==> src/adam_cfg_pkg.sv <==
`default_nettype none

package adam_cfg_pkg;

    // memory blocks that share one soft reset and one pause handshake
    localparam int NO_MEMS = 2;

    // gpio pins routed through the pad multiplexer
    localparam int NO_PINS = 8;

    // width of one pin's function select
    localparam int FUNC_WIDTH = 2;

    // soft reset is held for this many clock cycles
    localparam int SRST_CYCLES = 16;

    // must be able to hold SRST_CYCLES
    localparam int CNT_WIDTH = 5;

endpackage

`default_nettype wire

==> src/adam_pad_pkg.sv <==
`default_nettype none

package adam_pad_pkg;

    // pin function select, one per gpio pin
    typedef enum logic [adam_cfg_pkg::FUNC_WIDTH-1:0] {
        // pin follows the gpio registers
        FUNC_GPIO = 2'd0,
        // push-pull peripheral output
        FUNC_ALT0 = 2'd1,
        // open-drain peripheral output
        FUNC_ALT1 = 2'd2,
        // pad parked as input with output low
        FUNC_OFF  = 2'd3
    } func_e;

    // pad direction
    localparam logic MODE_IN  = 1'b0;
    localparam logic MODE_OUT = 1'b1;

    // pad output driver type
    localparam logic OTYPE_PP = 1'b0;
    localparam logic OTYPE_OD = 1'b1;

endpackage

`default_nettype wire

==> src/adam_io_if.sv <==
`timescale 1ns/100ps
`default_nettype none

interface adam_io_if;
    import adam_cfg_pkg::*;

    // one bit per pin in every field
    logic [NO_PINS-1:0] i;
    logic [NO_PINS-1:0] o;
    logic [NO_PINS-1:0] mode;
    logic [NO_PINS-1:0] otype;

    // driver side owned by the pad multiplexer
    modport master (
        input  i,
        output o,
        output mode,
        output otype
    );

    // pad ring side
    modport pad (
        output i,
        input  o,
        input  mode,
        input  otype
    );

endinterface

`default_nettype wire

==> src/adam_hold_timer.sv <==
`timescale 1ns/100ps
`default_nettype none

module adam_hold_timer (
    input  logic clk,
    input  logic rst_n_i,

    input  logic load_i,
    output logic done_o
);
    import adam_cfg_pkg::*;

    logic [CNT_WIDTH-1:0] cnt_q;

    // starts loaded so the power-on hold needs no load pulse
    always_ff @(posedge clk or negedge rst_n_i) begin
        if (!rst_n_i) begin
            cnt_q <= CNT_WIDTH'(SRST_CYCLES);
        end else if (load_i) begin
            cnt_q <= CNT_WIDTH'(SRST_CYCLES);
        end else if (cnt_q != '0) begin
            cnt_q <= cnt_q - 1'b1;
        end
    end

    assign done_o = (cnt_q == '0);

    // the sequencer only reloads once the previous hold has run out
    a_load_when_idle: assert property (
        @(posedge clk) disable iff (!rst_n_i)
        load_i |-> (cnt_q == '0)
    ) else $error("hold timer reloaded while still counting");

endmodule

`default_nettype wire

==> src/adam_pause_seq.sv <==
`timescale 1ns/100ps
`default_nettype none

module adam_pause_seq (
    input  logic                             clk,
    input  logic                             rst_n_i,

    input  logic                             pause_req_i,
    input  logic                             srst_req_i,
    input  logic [adam_cfg_pkg::NO_MEMS-1:0] mem_pause_ack_i,
    input  logic                             timer_done_i,

    output logic                             pause_ack_o,
    output logic [adam_cfg_pkg::NO_MEMS-1:0] mem_pause_req_o,
    output logic [adam_cfg_pkg::NO_MEMS-1:0] mem_srst_o,
    output logic                             timer_load_o,
    output logic                             freeze_o
);
    import adam_cfg_pkg::*;

    typedef enum logic [2:0] {
        HOLD,
        RUN,
        PAUSING,
        PAUSED,
        RESUMING
    } state_e;

    state_e state_q;
    state_e state_d;
    logic   all_ack;
    logic   any_ack;

    assign all_ack = &mem_pause_ack_i;
    assign any_ack = |mem_pause_ack_i;

    always_comb begin
        state_d      = state_q;
        timer_load_o = 1'b0;

        case (state_q)
            HOLD: begin
                if (timer_done_i) begin
                    state_d = RUN;
                end
            end
            RUN: begin
                // soft reset wins over a pause request in the same cycle
                if (srst_req_i) begin
                    state_d      = HOLD;
                    timer_load_o = 1'b1;
                end else if (pause_req_i) begin
                    state_d = PAUSING;
                end
            end
            PAUSING: begin
                if (!pause_req_i) begin
                    state_d = RESUMING;
                end else if (all_ack) begin
                    state_d = PAUSED;
                end
            end
            PAUSED: begin
                if (!pause_req_i) begin
                    state_d = RESUMING;
                end
            end
            RESUMING: begin
                // memories must all drop their acks before a new pause
                if (!any_ack) begin
                    state_d = RUN;
                end
            end
            default: begin
                state_d = HOLD;
            end
        endcase
    end

    always_ff @(posedge clk or negedge rst_n_i) begin
        if (!rst_n_i) begin
            state_q <= HOLD;
        end else begin
            state_q <= state_d;
        end
    end

    // the last hold cycle is the one where the timer reports done
    assign mem_srst_o      = {NO_MEMS{(state_q == HOLD) && !timer_done_i}};
    assign mem_pause_req_o = {NO_MEMS{(state_q == PAUSING) || (state_q == PAUSED)}};
    assign pause_ack_o     = (state_q == PAUSED);
    assign freeze_o        = (state_q == PAUSED);

    a_pause_from_idle: assert property (
        @(posedge clk) disable iff (!rst_n_i)
        $rose(|mem_pause_req_o) |-> !$past(any_ack)
    ) else $error("pause request raised while a memory still acks");

    a_ack_after_all: assert property (
        @(posedge clk) disable iff (!rst_n_i)
        pause_ack_o |-> $past(all_ack)
    ) else $error("pause ack without all memory acks");

endmodule

`default_nettype wire

==> src/adam_gpio_mux.sv <==
`timescale 1ns/100ps
`default_nettype none

module adam_gpio_mux (
    input  logic                                                 clk,
    input  logic                                                 rst_n_i,

    input  logic                                                 freeze_i,

    input  adam_pad_pkg::func_e [adam_cfg_pkg::NO_PINS-1:0]     gpio_func_i,
    input  logic                [adam_cfg_pkg::NO_PINS-1:0]     gpio_o_i,
    input  logic                [adam_cfg_pkg::NO_PINS-1:0]     gpio_mode_i,
    input  logic                [adam_cfg_pkg::NO_PINS-1:0]     gpio_otype_i,
    input  logic                [adam_cfg_pkg::NO_PINS-1:0]     alt0_o_i,
    input  logic                [adam_cfg_pkg::NO_PINS-1:0]     alt1_o_i,

    adam_io_if.master                                            pad,

    output logic                [adam_cfg_pkg::NO_PINS-1:0]     gpio_in_o
);
    import adam_cfg_pkg::*;
    import adam_pad_pkg::*;

    logic [NO_PINS-1:0] o_d;
    logic [NO_PINS-1:0] mode_d;
    logic [NO_PINS-1:0] otype_d;

    logic [NO_PINS-1:0] o_q;
    logic [NO_PINS-1:0] mode_q;
    logic [NO_PINS-1:0] otype_q;

    logic [NO_PINS-1:0] in_meta_q;
    logic [NO_PINS-1:0] in_sync_q;

    always_comb begin
        for (int p = 0; p < NO_PINS; p++) begin
            case (gpio_func_i[p])
                FUNC_GPIO: begin
                    o_d[p]     = gpio_o_i[p];
                    mode_d[p]  = gpio_mode_i[p];
                    otype_d[p] = gpio_otype_i[p];
                end
                FUNC_ALT0: begin
                    o_d[p]     = alt0_o_i[p];
                    mode_d[p]  = MODE_OUT;
                    otype_d[p] = OTYPE_PP;
                end
                FUNC_ALT1: begin
                    o_d[p]     = alt1_o_i[p];
                    mode_d[p]  = MODE_OUT;
                    otype_d[p] = OTYPE_OD;
                end
                default: begin
                    o_d[p]     = 1'b0;
                    mode_d[p]  = MODE_IN;
                    otype_d[p] = OTYPE_PP;
                end
            endcase
        end
    end

    // pads keep their last drive while the system is paused
    always_ff @(posedge clk or negedge rst_n_i) begin
        if (!rst_n_i) begin
            o_q     <= '0;
            mode_q  <= {NO_PINS{MODE_IN}};
            otype_q <= {NO_PINS{OTYPE_PP}};
        end else if (!freeze_i) begin
            o_q     <= o_d;
            mode_q  <= mode_d;
            otype_q <= otype_d;
        end
    end

    assign pad.o     = o_q;
    assign pad.mode  = mode_q;
    assign pad.otype = otype_q;

    // two-flop synchroniser that keeps sampling during a pause
    always_ff @(posedge clk or negedge rst_n_i) begin
        if (!rst_n_i) begin
            in_meta_q <= '0;
            in_sync_q <= '0;
        end else begin
            in_meta_q <= pad.i;
            in_sync_q <= in_meta_q;
        end
    end

    assign gpio_in_o = in_sync_q;

endmodule

`default_nettype wire

==> src/adam_subsys.sv <==
`timescale 1ns/100ps
`default_nettype none

module adam_subsys (
    input  logic                                                clk,
    input  logic                                                rst_n_i,

    input  logic                                                pause_req_i,
    output logic                                                pause_ack_o,
    input  logic                                                srst_req_i,

    output logic [adam_cfg_pkg::NO_MEMS-1:0]                    mem_srst_o,
    output logic [adam_cfg_pkg::NO_MEMS-1:0]                    mem_pause_req_o,
    input  logic [adam_cfg_pkg::NO_MEMS-1:0]                    mem_pause_ack_i,

    input  logic [adam_cfg_pkg::NO_PINS*adam_cfg_pkg::FUNC_WIDTH-1:0] gpio_func_i,
    input  logic [adam_cfg_pkg::NO_PINS-1:0]                    gpio_o_i,
    input  logic [adam_cfg_pkg::NO_PINS-1:0]                    gpio_mode_i,
    input  logic [adam_cfg_pkg::NO_PINS-1:0]                    gpio_otype_i,
    input  logic [adam_cfg_pkg::NO_PINS-1:0]                    alt0_o_i,
    input  logic [adam_cfg_pkg::NO_PINS-1:0]                    alt1_o_i,
    output logic [adam_cfg_pkg::NO_PINS-1:0]                    gpio_in_o,

    input  logic [adam_cfg_pkg::NO_PINS-1:0]                    gpio_pad_i,
    output logic [adam_cfg_pkg::NO_PINS-1:0]                    gpio_pad_o,
    output logic [adam_cfg_pkg::NO_PINS-1:0]                    gpio_pad_mode_o,
    output logic [adam_cfg_pkg::NO_PINS-1:0]                    gpio_pad_otype_o
);
    import adam_cfg_pkg::*;
    import adam_pad_pkg::*;

    logic                timer_load;
    logic                timer_done;
    logic                freeze;
    func_e [NO_PINS-1:0] gpio_func;

    // function selects arrive packed with FUNC_WIDTH bits per pin
    for (genvar g = 0; g < NO_PINS; g++) begin : g_func
        assign gpio_func[g] = func_e'(gpio_func_i[g*FUNC_WIDTH +: FUNC_WIDTH]);
    end

    adam_pause_seq u_pause_seq (
        .clk             (clk),
        .rst_n_i         (rst_n_i),
        .pause_req_i     (pause_req_i),
        .srst_req_i      (srst_req_i),
        .mem_pause_ack_i (mem_pause_ack_i),
        .timer_done_i    (timer_done),
        .pause_ack_o     (pause_ack_o),
        .mem_pause_req_o (mem_pause_req_o),
        .mem_srst_o      (mem_srst_o),
        .timer_load_o    (timer_load),
        .freeze_o        (freeze)
    );

    adam_hold_timer u_hold_timer (
        .clk     (clk),
        .rst_n_i (rst_n_i),
        .load_i  (timer_load),
        .done_o  (timer_done)
    );

    adam_io_if u_gpio_io ();

    // pad ring side of the interface
    assign u_gpio_io.i      = gpio_pad_i;
    assign gpio_pad_o       = u_gpio_io.o;
    assign gpio_pad_mode_o  = u_gpio_io.mode;
    assign gpio_pad_otype_o = u_gpio_io.otype;

    adam_gpio_mux u_gpio_mux (
        .clk          (clk),
        .rst_n_i      (rst_n_i),
        .freeze_i     (freeze),
        .gpio_func_i  (gpio_func),
        .gpio_o_i     (gpio_o_i),
        .gpio_mode_i  (gpio_mode_i),
        .gpio_otype_i (gpio_otype_i),
        .alt0_o_i     (alt0_o_i),
        .alt1_o_i     (alt1_o_i),
        .pad          (u_gpio_io.master),
        .gpio_in_o    (gpio_in_o)
    );

endmodule

`default_nettype wire

==> config.mk <==
export PLATFORM = sky130hd
export DESIGN_NAME = adam_subsys
export DESIGN_NICKNAME = d
export VERILOG_FILES = /design/src/adam_cfg_pkg.sv /design/src/adam_pad_pkg.sv /design/src/adam_io_if.sv /design/src/adam_hold_timer.sv /design/src/adam_pause_seq.sv /design/src/adam_gpio_mux.sv /design/src/adam_subsys.sv
export SDC_FILE = /design/constraint.sdc
export NUM_CORES = 1
export LEC_CHECK = 0
export BUFFER_PORTS_ARGS = -buffer_cell sky130_fd_sc_hd__buf_2
export CORE_MARGIN = 5
export CORE_UTILIZATION = 30
export CTS_CLUSTER_SIZE = 10
export DETAILED_ROUTE_END_ITERATION = 16
export PLACE_DENSITY = 0.64
export SLEW_MARGIN = 20
export SYNTH_ARGS = -nofsm -noshare
export SYNTH_HDL_FRONTEND = slang
export SYNTH_SLANG_ARGS = --single-unit
==> constraint.sdc <==
create_clock -name clk -period 2.4 [get_ports clk]
set_clock_uncertainty 0.1 [all_clocks]
set_input_delay 0.48 -clock clk [delete_from_list [all_inputs] [get_ports clk]]
set_output_delay 0.48 -clock clk [all_outputs]
set_load 0.005 [all_outputs]
Yosys cells after proc, flatten, opt, wreduce, memory -nomap -nowiden
Cells that the tools add are included.
{ "totals": {"reg_bits": 48, "input_bits": 70, "out_inout_bits": 37, "elab_cells": 95} }
{ "op_classes": {"add_sub_neg": 1, "n_eq_ne": 25, "n_mux": 36, "reduce_logical": 26} }
{ "ops": {"columns": ["cell", "n"], "rows": [
  ["$pmux W1 S2", 16],
  ["$pmux W1 S3", 8],
  ["$mux W3", 7],
  ["$reduce_or A2 Y1", 9],
  ["$eq A2 B1 Y1 const B", 8],
  ["$eq A2 B2 Y1 const B", 8],
  ["$logic_not A2 Y1", 8],
  ["$pmux W3 S5", 1],
  ["$mux W5", 2],
  ["$eq A3 B2 Y1 const B", 2],
  ["$logic_not A5 Y1", 1],
  ["$reduce_and A5 Y1", 1],
  ["$reduce_bool A5 Y1", 1],
  ["$sub A5 B1 Y5 const B", 1],
  ["$ne A2 B2 Y1 const B", 2],
  ["$eq A3 B1 Y1 const B", 1],
  ["$eq A3 B3 Y1 const B", 1],
  ["$logic_not A3 Y1", 1],
  ["$ne A3 B2 Y1 const B", 1],
  ["$ne A3 B3 Y1 const B", 1],
  ["$mux W1", 2],
  ["$ne A2 B1 Y1 const B", 1],
  ["$reduce_and A2 Y1", 1],
  ["$reduce_bool A2 Y1", 1],
  ["3 further kinds", 3]
]} }

Depth between registers and ports, before layout
{ "logic_depth": {"depth_word": 4, "mapped_depth": 7, "ltp_nobuf": 6} }

Hierarchy
A second synthesis with hierarchy kept.
{ "unflattened": {"cells_unflattened": 219, "area_unflattened_um2": 2418.6} }
{ "modules_own_cells": {"columns": ["module", "n_inst", "cells_each", "area_per_inst_um2", "seq_area_each_um2"], "rows": [
  ["adam_gpio_mux", 1, 166, 1924.3, 1001.0],
  ["adam_hold_timer", 1, 26, 256.5, 126.4],
  ["adam_pause_seq", 1, 27, 237.7, 75.1]
]} }

Worst setup path after synthesis
Ideal clock, no wire load.
{ "synth_path": {"path_kind": "reg2out", "from": "register u_pause_seq.state_q[2]", "to": "output pause_ack_o", "t_arrival_ps": 1213, "t_required_ps": 1820, "setup_slack_ps": 607, "path_stages_with_launch": 6, "path_buffers": 3, "cell_sequence": "dfrtp_1 -> and2b_1 -> and2_1 -> clkbuf_1 -> buf_4 -> buf_6"} }
{ "synth_via": {"elab_chain_cells": 1} }
{ "synth_rtl": {"columns": ["element", "line_no", "text"], "rows": [
  ["from (decl)", "adam_pause_seq.sv:29", "state_e state_q;"],
  ["from (signal assigned)", "adam_pause_seq.sv:84", "state_q <= state_d;"],
  ["$eq A3 B2 Y1", "adam_pause_seq.sv:91", "assign pause_ack_o = (state_q == PAUSED);"],
  ["to (decl)", "adam_subsys.sv:9", "output logic pause_ack_o,"]
]} }
Every way passes these cells.

Worst setup path in the final report
{ "layout_path": {"from": "register u_hold_timer.cnt_q[0]", "to": "output mem_srst_o[0] (netlist name)"} }
{ "layout_via": {"elab_chain_cells": 3} }
{ "layout_rtl": {"columns": ["element", "line_no", "text"], "rows": [
  ["from (decl)", "adam_hold_timer.sv:13", "logic [CNT_WIDTH-1:0] cnt_q;"],
  ["from (signal assigned)", "adam_hold_timer.sv:18", "cnt_q <= CNT_WIDTH'(SRST_CYCLES);"],
  ["from (signal assigned)", "adam_hold_timer.sv:20", "cnt_q <= CNT_WIDTH'(SRST_CYCLES);"],
  ["from (signal assigned)", "adam_hold_timer.sv:22", "cnt_q <= cnt_q - 1'b1;"],
  ["$logic_not A5 Y1", "adam_hold_timer.sv:26", "assign done_o = (cnt_q == '0);"],
  ["$logic_not A1 Y1", "adam_pause_seq.sv:89", "assign mem_srst_o = {NO_MEMS{(state_q == HOLD) && !timer_done_i}};"],
  ["$logic_and A1 B1 Y1", "adam_pause_seq.sv:89", null],
  ["to (decl)", "adam_subsys.sv:12", "output logic [adam_cfg_pkg::NO_MEMS-1:0] mem_srst_o,"]
]} }
Every way passes these cells.

==> results.cfg <==
[placement]
place_area_sq_mm = 0.00303
portBuffers = 106
pre_cts_slack_ps = 520
dp_cells = 419
place_congestion = 0.792
hpwl_um = 4520

[setup_path]
r2r_slack_ps = 500
critPathBufInv = 2
cp.required_ps = 1820
worstPathMaxFanout = 6
startpoint_type = flip-flop
cp-end-kind = output port
path_class = reg2out
slowest_delay_ps = 390
critPathSlowestCell = nor4b_4
crit_path_cell_trace = inv_1 > ha_1 > nor4b_4 > nor4_2 > buf_2
cpLargestDelayFamily = simple AND/OR/NAND/NOR gates
arrival_ps = 1630

[drt]
via_count = 1957
via_per_inst = 4.58
ant_nets = 0
first_iter_violations = 61
drt-pass1-iter-count = 4
wirelength_um = 5370
drc = 0
wl_per_cell_um = 12.6

[global_routing]
grt_pass1_vias = 2064
met2_usage_pct = 19.0
antenna_found_initial = 0
grt_start_max_net_pins = 25
grt_first_pass_wirelength_um = 9290
grt-ovfl-total = 0
grt_usage_pct = 11.2
globalRouteMet1Util_pct = 13.8
grt.busiest_layer = met2
grt_use_met3_pct = 3.51

[synth]
avgSynthCellArea_sq_um = 11.1
ys_top_cells_by_area = dfrtp_1, ha_1, o31ai_1
synth_mux_area_share_pct = 1.04
syn_inst = 216
synth_top_family_by_area = adder cells
ys_seq_area_share_pct = 50.1
synthAdderAreaFrac_pct = 17.2
synth_cell_types = 31
synth_top_area_share_pct = 49.0
yosysTopAreaCell = dfrtp_1
yosys.area_share.simple_pct = 10.2
yosys.area_share.xor_xnor_pct = 0.365
ys_ff_latch = 48
synth_compound_area_share_pct = 15.6
ys_warn_count = 0
syn_nets = 319
syn_area_sq_mm = 0.00240

[power]
p_comb_share_pct = 34.0
leakage_nw = 1.64
power.total_mw = 2.60
p_per_area_mw_per_mm2 = 826
clockPowerShare_pct = 22.8
p_switching_mw = 0.860
internal_power_mw = 1.74
swShare_pct = 33.1
p_seq_share_pct = 43.2
vdd_drop_max_mv = 0.248

[sta]
tightestPinTransition_ps = 433
worst_slack_ps = 195
rsz0062_at_grt = false
holdWs_ps = 7.82
period_needed_ps = 2210
tns_ps = 0
hold_violations = 0
maxSlewHeadroom_pct = 71.1
finalSetupViolCount = 0
fmax_mhz = 453
drv_slew = 0
fin_crit_sh_pct = 91.9

[floorplanning]
start_util_pct = 30.9
row_count = 32
coreArea_sq_mm = 0.00777
die_h_um = 99.5
ios = 107
die-area_sq_mm = 0.00990
die_w_um = 99.5

[finish]
post_layout_nonfiller_instances = 427
drive_gt1_share_pct = 38.8
fin_util_pct = 40.5
fin_area_sq_mm = 0.00315
nets = 427
syn_to_final_growth_pct = 31.1
n_antenna_cell = 0

[clock_tree]
path_clk_slew_ps = 90
cts-resized-gates = 0
cts_buffers = 5
clock_sinks = 48
worstSkewPairLatency_ps = 300
ctsHoldBuffers = 0
htree_levels = 2
post_cts_buffers = 0
clockBufferDepth = 2
tritoncts = yes
clockRootBuffer = clkbuf_8

[run_status]
status = complete, no violations

[job]
maxCapViolCount = 0

[worst_hold_path]
hp-class = in2async
==> kinds of logic after synthesis <==
| family | after synthesis |
|---|---|
| AO/OA/AOI/OAI | 57 |
| multiplexers | 2 |
| adder cells (fa/ha/maj) | 33 |
| buffers and inverters | 29 |
| flip-flops | 48 |
| AND/OR/NAND/NOR | 46 |
| XOR/XNOR | 1 |
==> layer usage <==
layer  share of wire, %  vias to the layer above
met5                  0                        -
met3                8.7                        8
li1                   -                      967
met2                 47                       71
met4                1.0                        0
met1                 43                      911
==> synth_stat cells, drive strengths merged <==
cell,number
o21ai,11
and2,1
nand4,1
nor4,1
mux2i,1
clkbuf,1
nor3,1
nand2b,1
nor4b,1
a21oi,18
a21o,1
a211oi,1
a222oi,8
or3,2
dfrtp,47
buf,8
dfstp,1
and2b,2
nand4b,1
o31ai,17
mux2,1
o211ai,1
xnor2,1
nand2,28
inv,20
ha,33
nor2,7
==> cell type report <==
class	instances	area [sq um]
multi-input cells	139	1070
clock inverters	3	46.3
repair buffers	110	561
well taps	102	128
clock buffers	5	68.8
flip-flops and latches	48	1200
inverters	20	75.1
fillers	782	4620
==> power by group through the flow <==
stage	registers [mW]	logic, mW	clock network (mW)
after floorplan	1.11	0.611	0
after global placement	1.13	0.884	0
after detailed placement	1.14	0.908	0
after CTS	1.13	0.905	0.626
after global routing	1.16	1.01	0.663
final	1.12	0.884	0.594
==> final timing paths <==
kind	from	end	depth (start not counted)
max	u_hold_timer.cnt_q[0]$_DFFE_PN0P_	mem_srst_o[0]	5
min	rst_n_i	u_pause_seq.state_q[2]$_DFFE_PN0P_	1
max reg2reg	u_hold_timer.cnt_q[0]$_DFFE_PN0P_	u_pause_seq.state_q[0]$_DFFE_PN0P_	6
min reg2reg	u_gpio_mux.in_meta_q[3]$_DFF_PN0_	u_gpio_mux.gpio_in_o[3]$_DFF_PN0_	0
max in group asynchronous	rst_n_i	u_hold_timer.cnt_q[4]$_DFFE_PN1P_	2
min in group clk	gpio_pad_i[7]	u_gpio_mux.in_meta_q[7]$_DFF_PN0_	1
==> cells in the final DEF, fill, tap and decap left out, types with 4 or more instances in the layout <==
cell        n
a21oi_1    18
a222oi_1    8
buf_2     106
buf_4       4
clkbuf_8    5
dfrtp_1    47
ha_1       33
inv_1      20
nand2_1    28
nor2_1      7
o21ai_0    11
o31ai_1    17
==> sequential cells by signal, summed over array words and instances, names as in the netlist <==
| signal | cells |
|---|---|
| u_gpio_mux.gpio_in_o | 8 |
| u_gpio_mux.in_meta_q | 8 |
| u_gpio_mux.pad.mode | 8 |
| u_gpio_mux.pad.o | 8 |
| u_gpio_mux.pad.otype | 8 |
| u_hold_timer.cnt_q | 5 |
| u_pause_seq.state_q | 3 |
(Power assumes the default switching activity.)
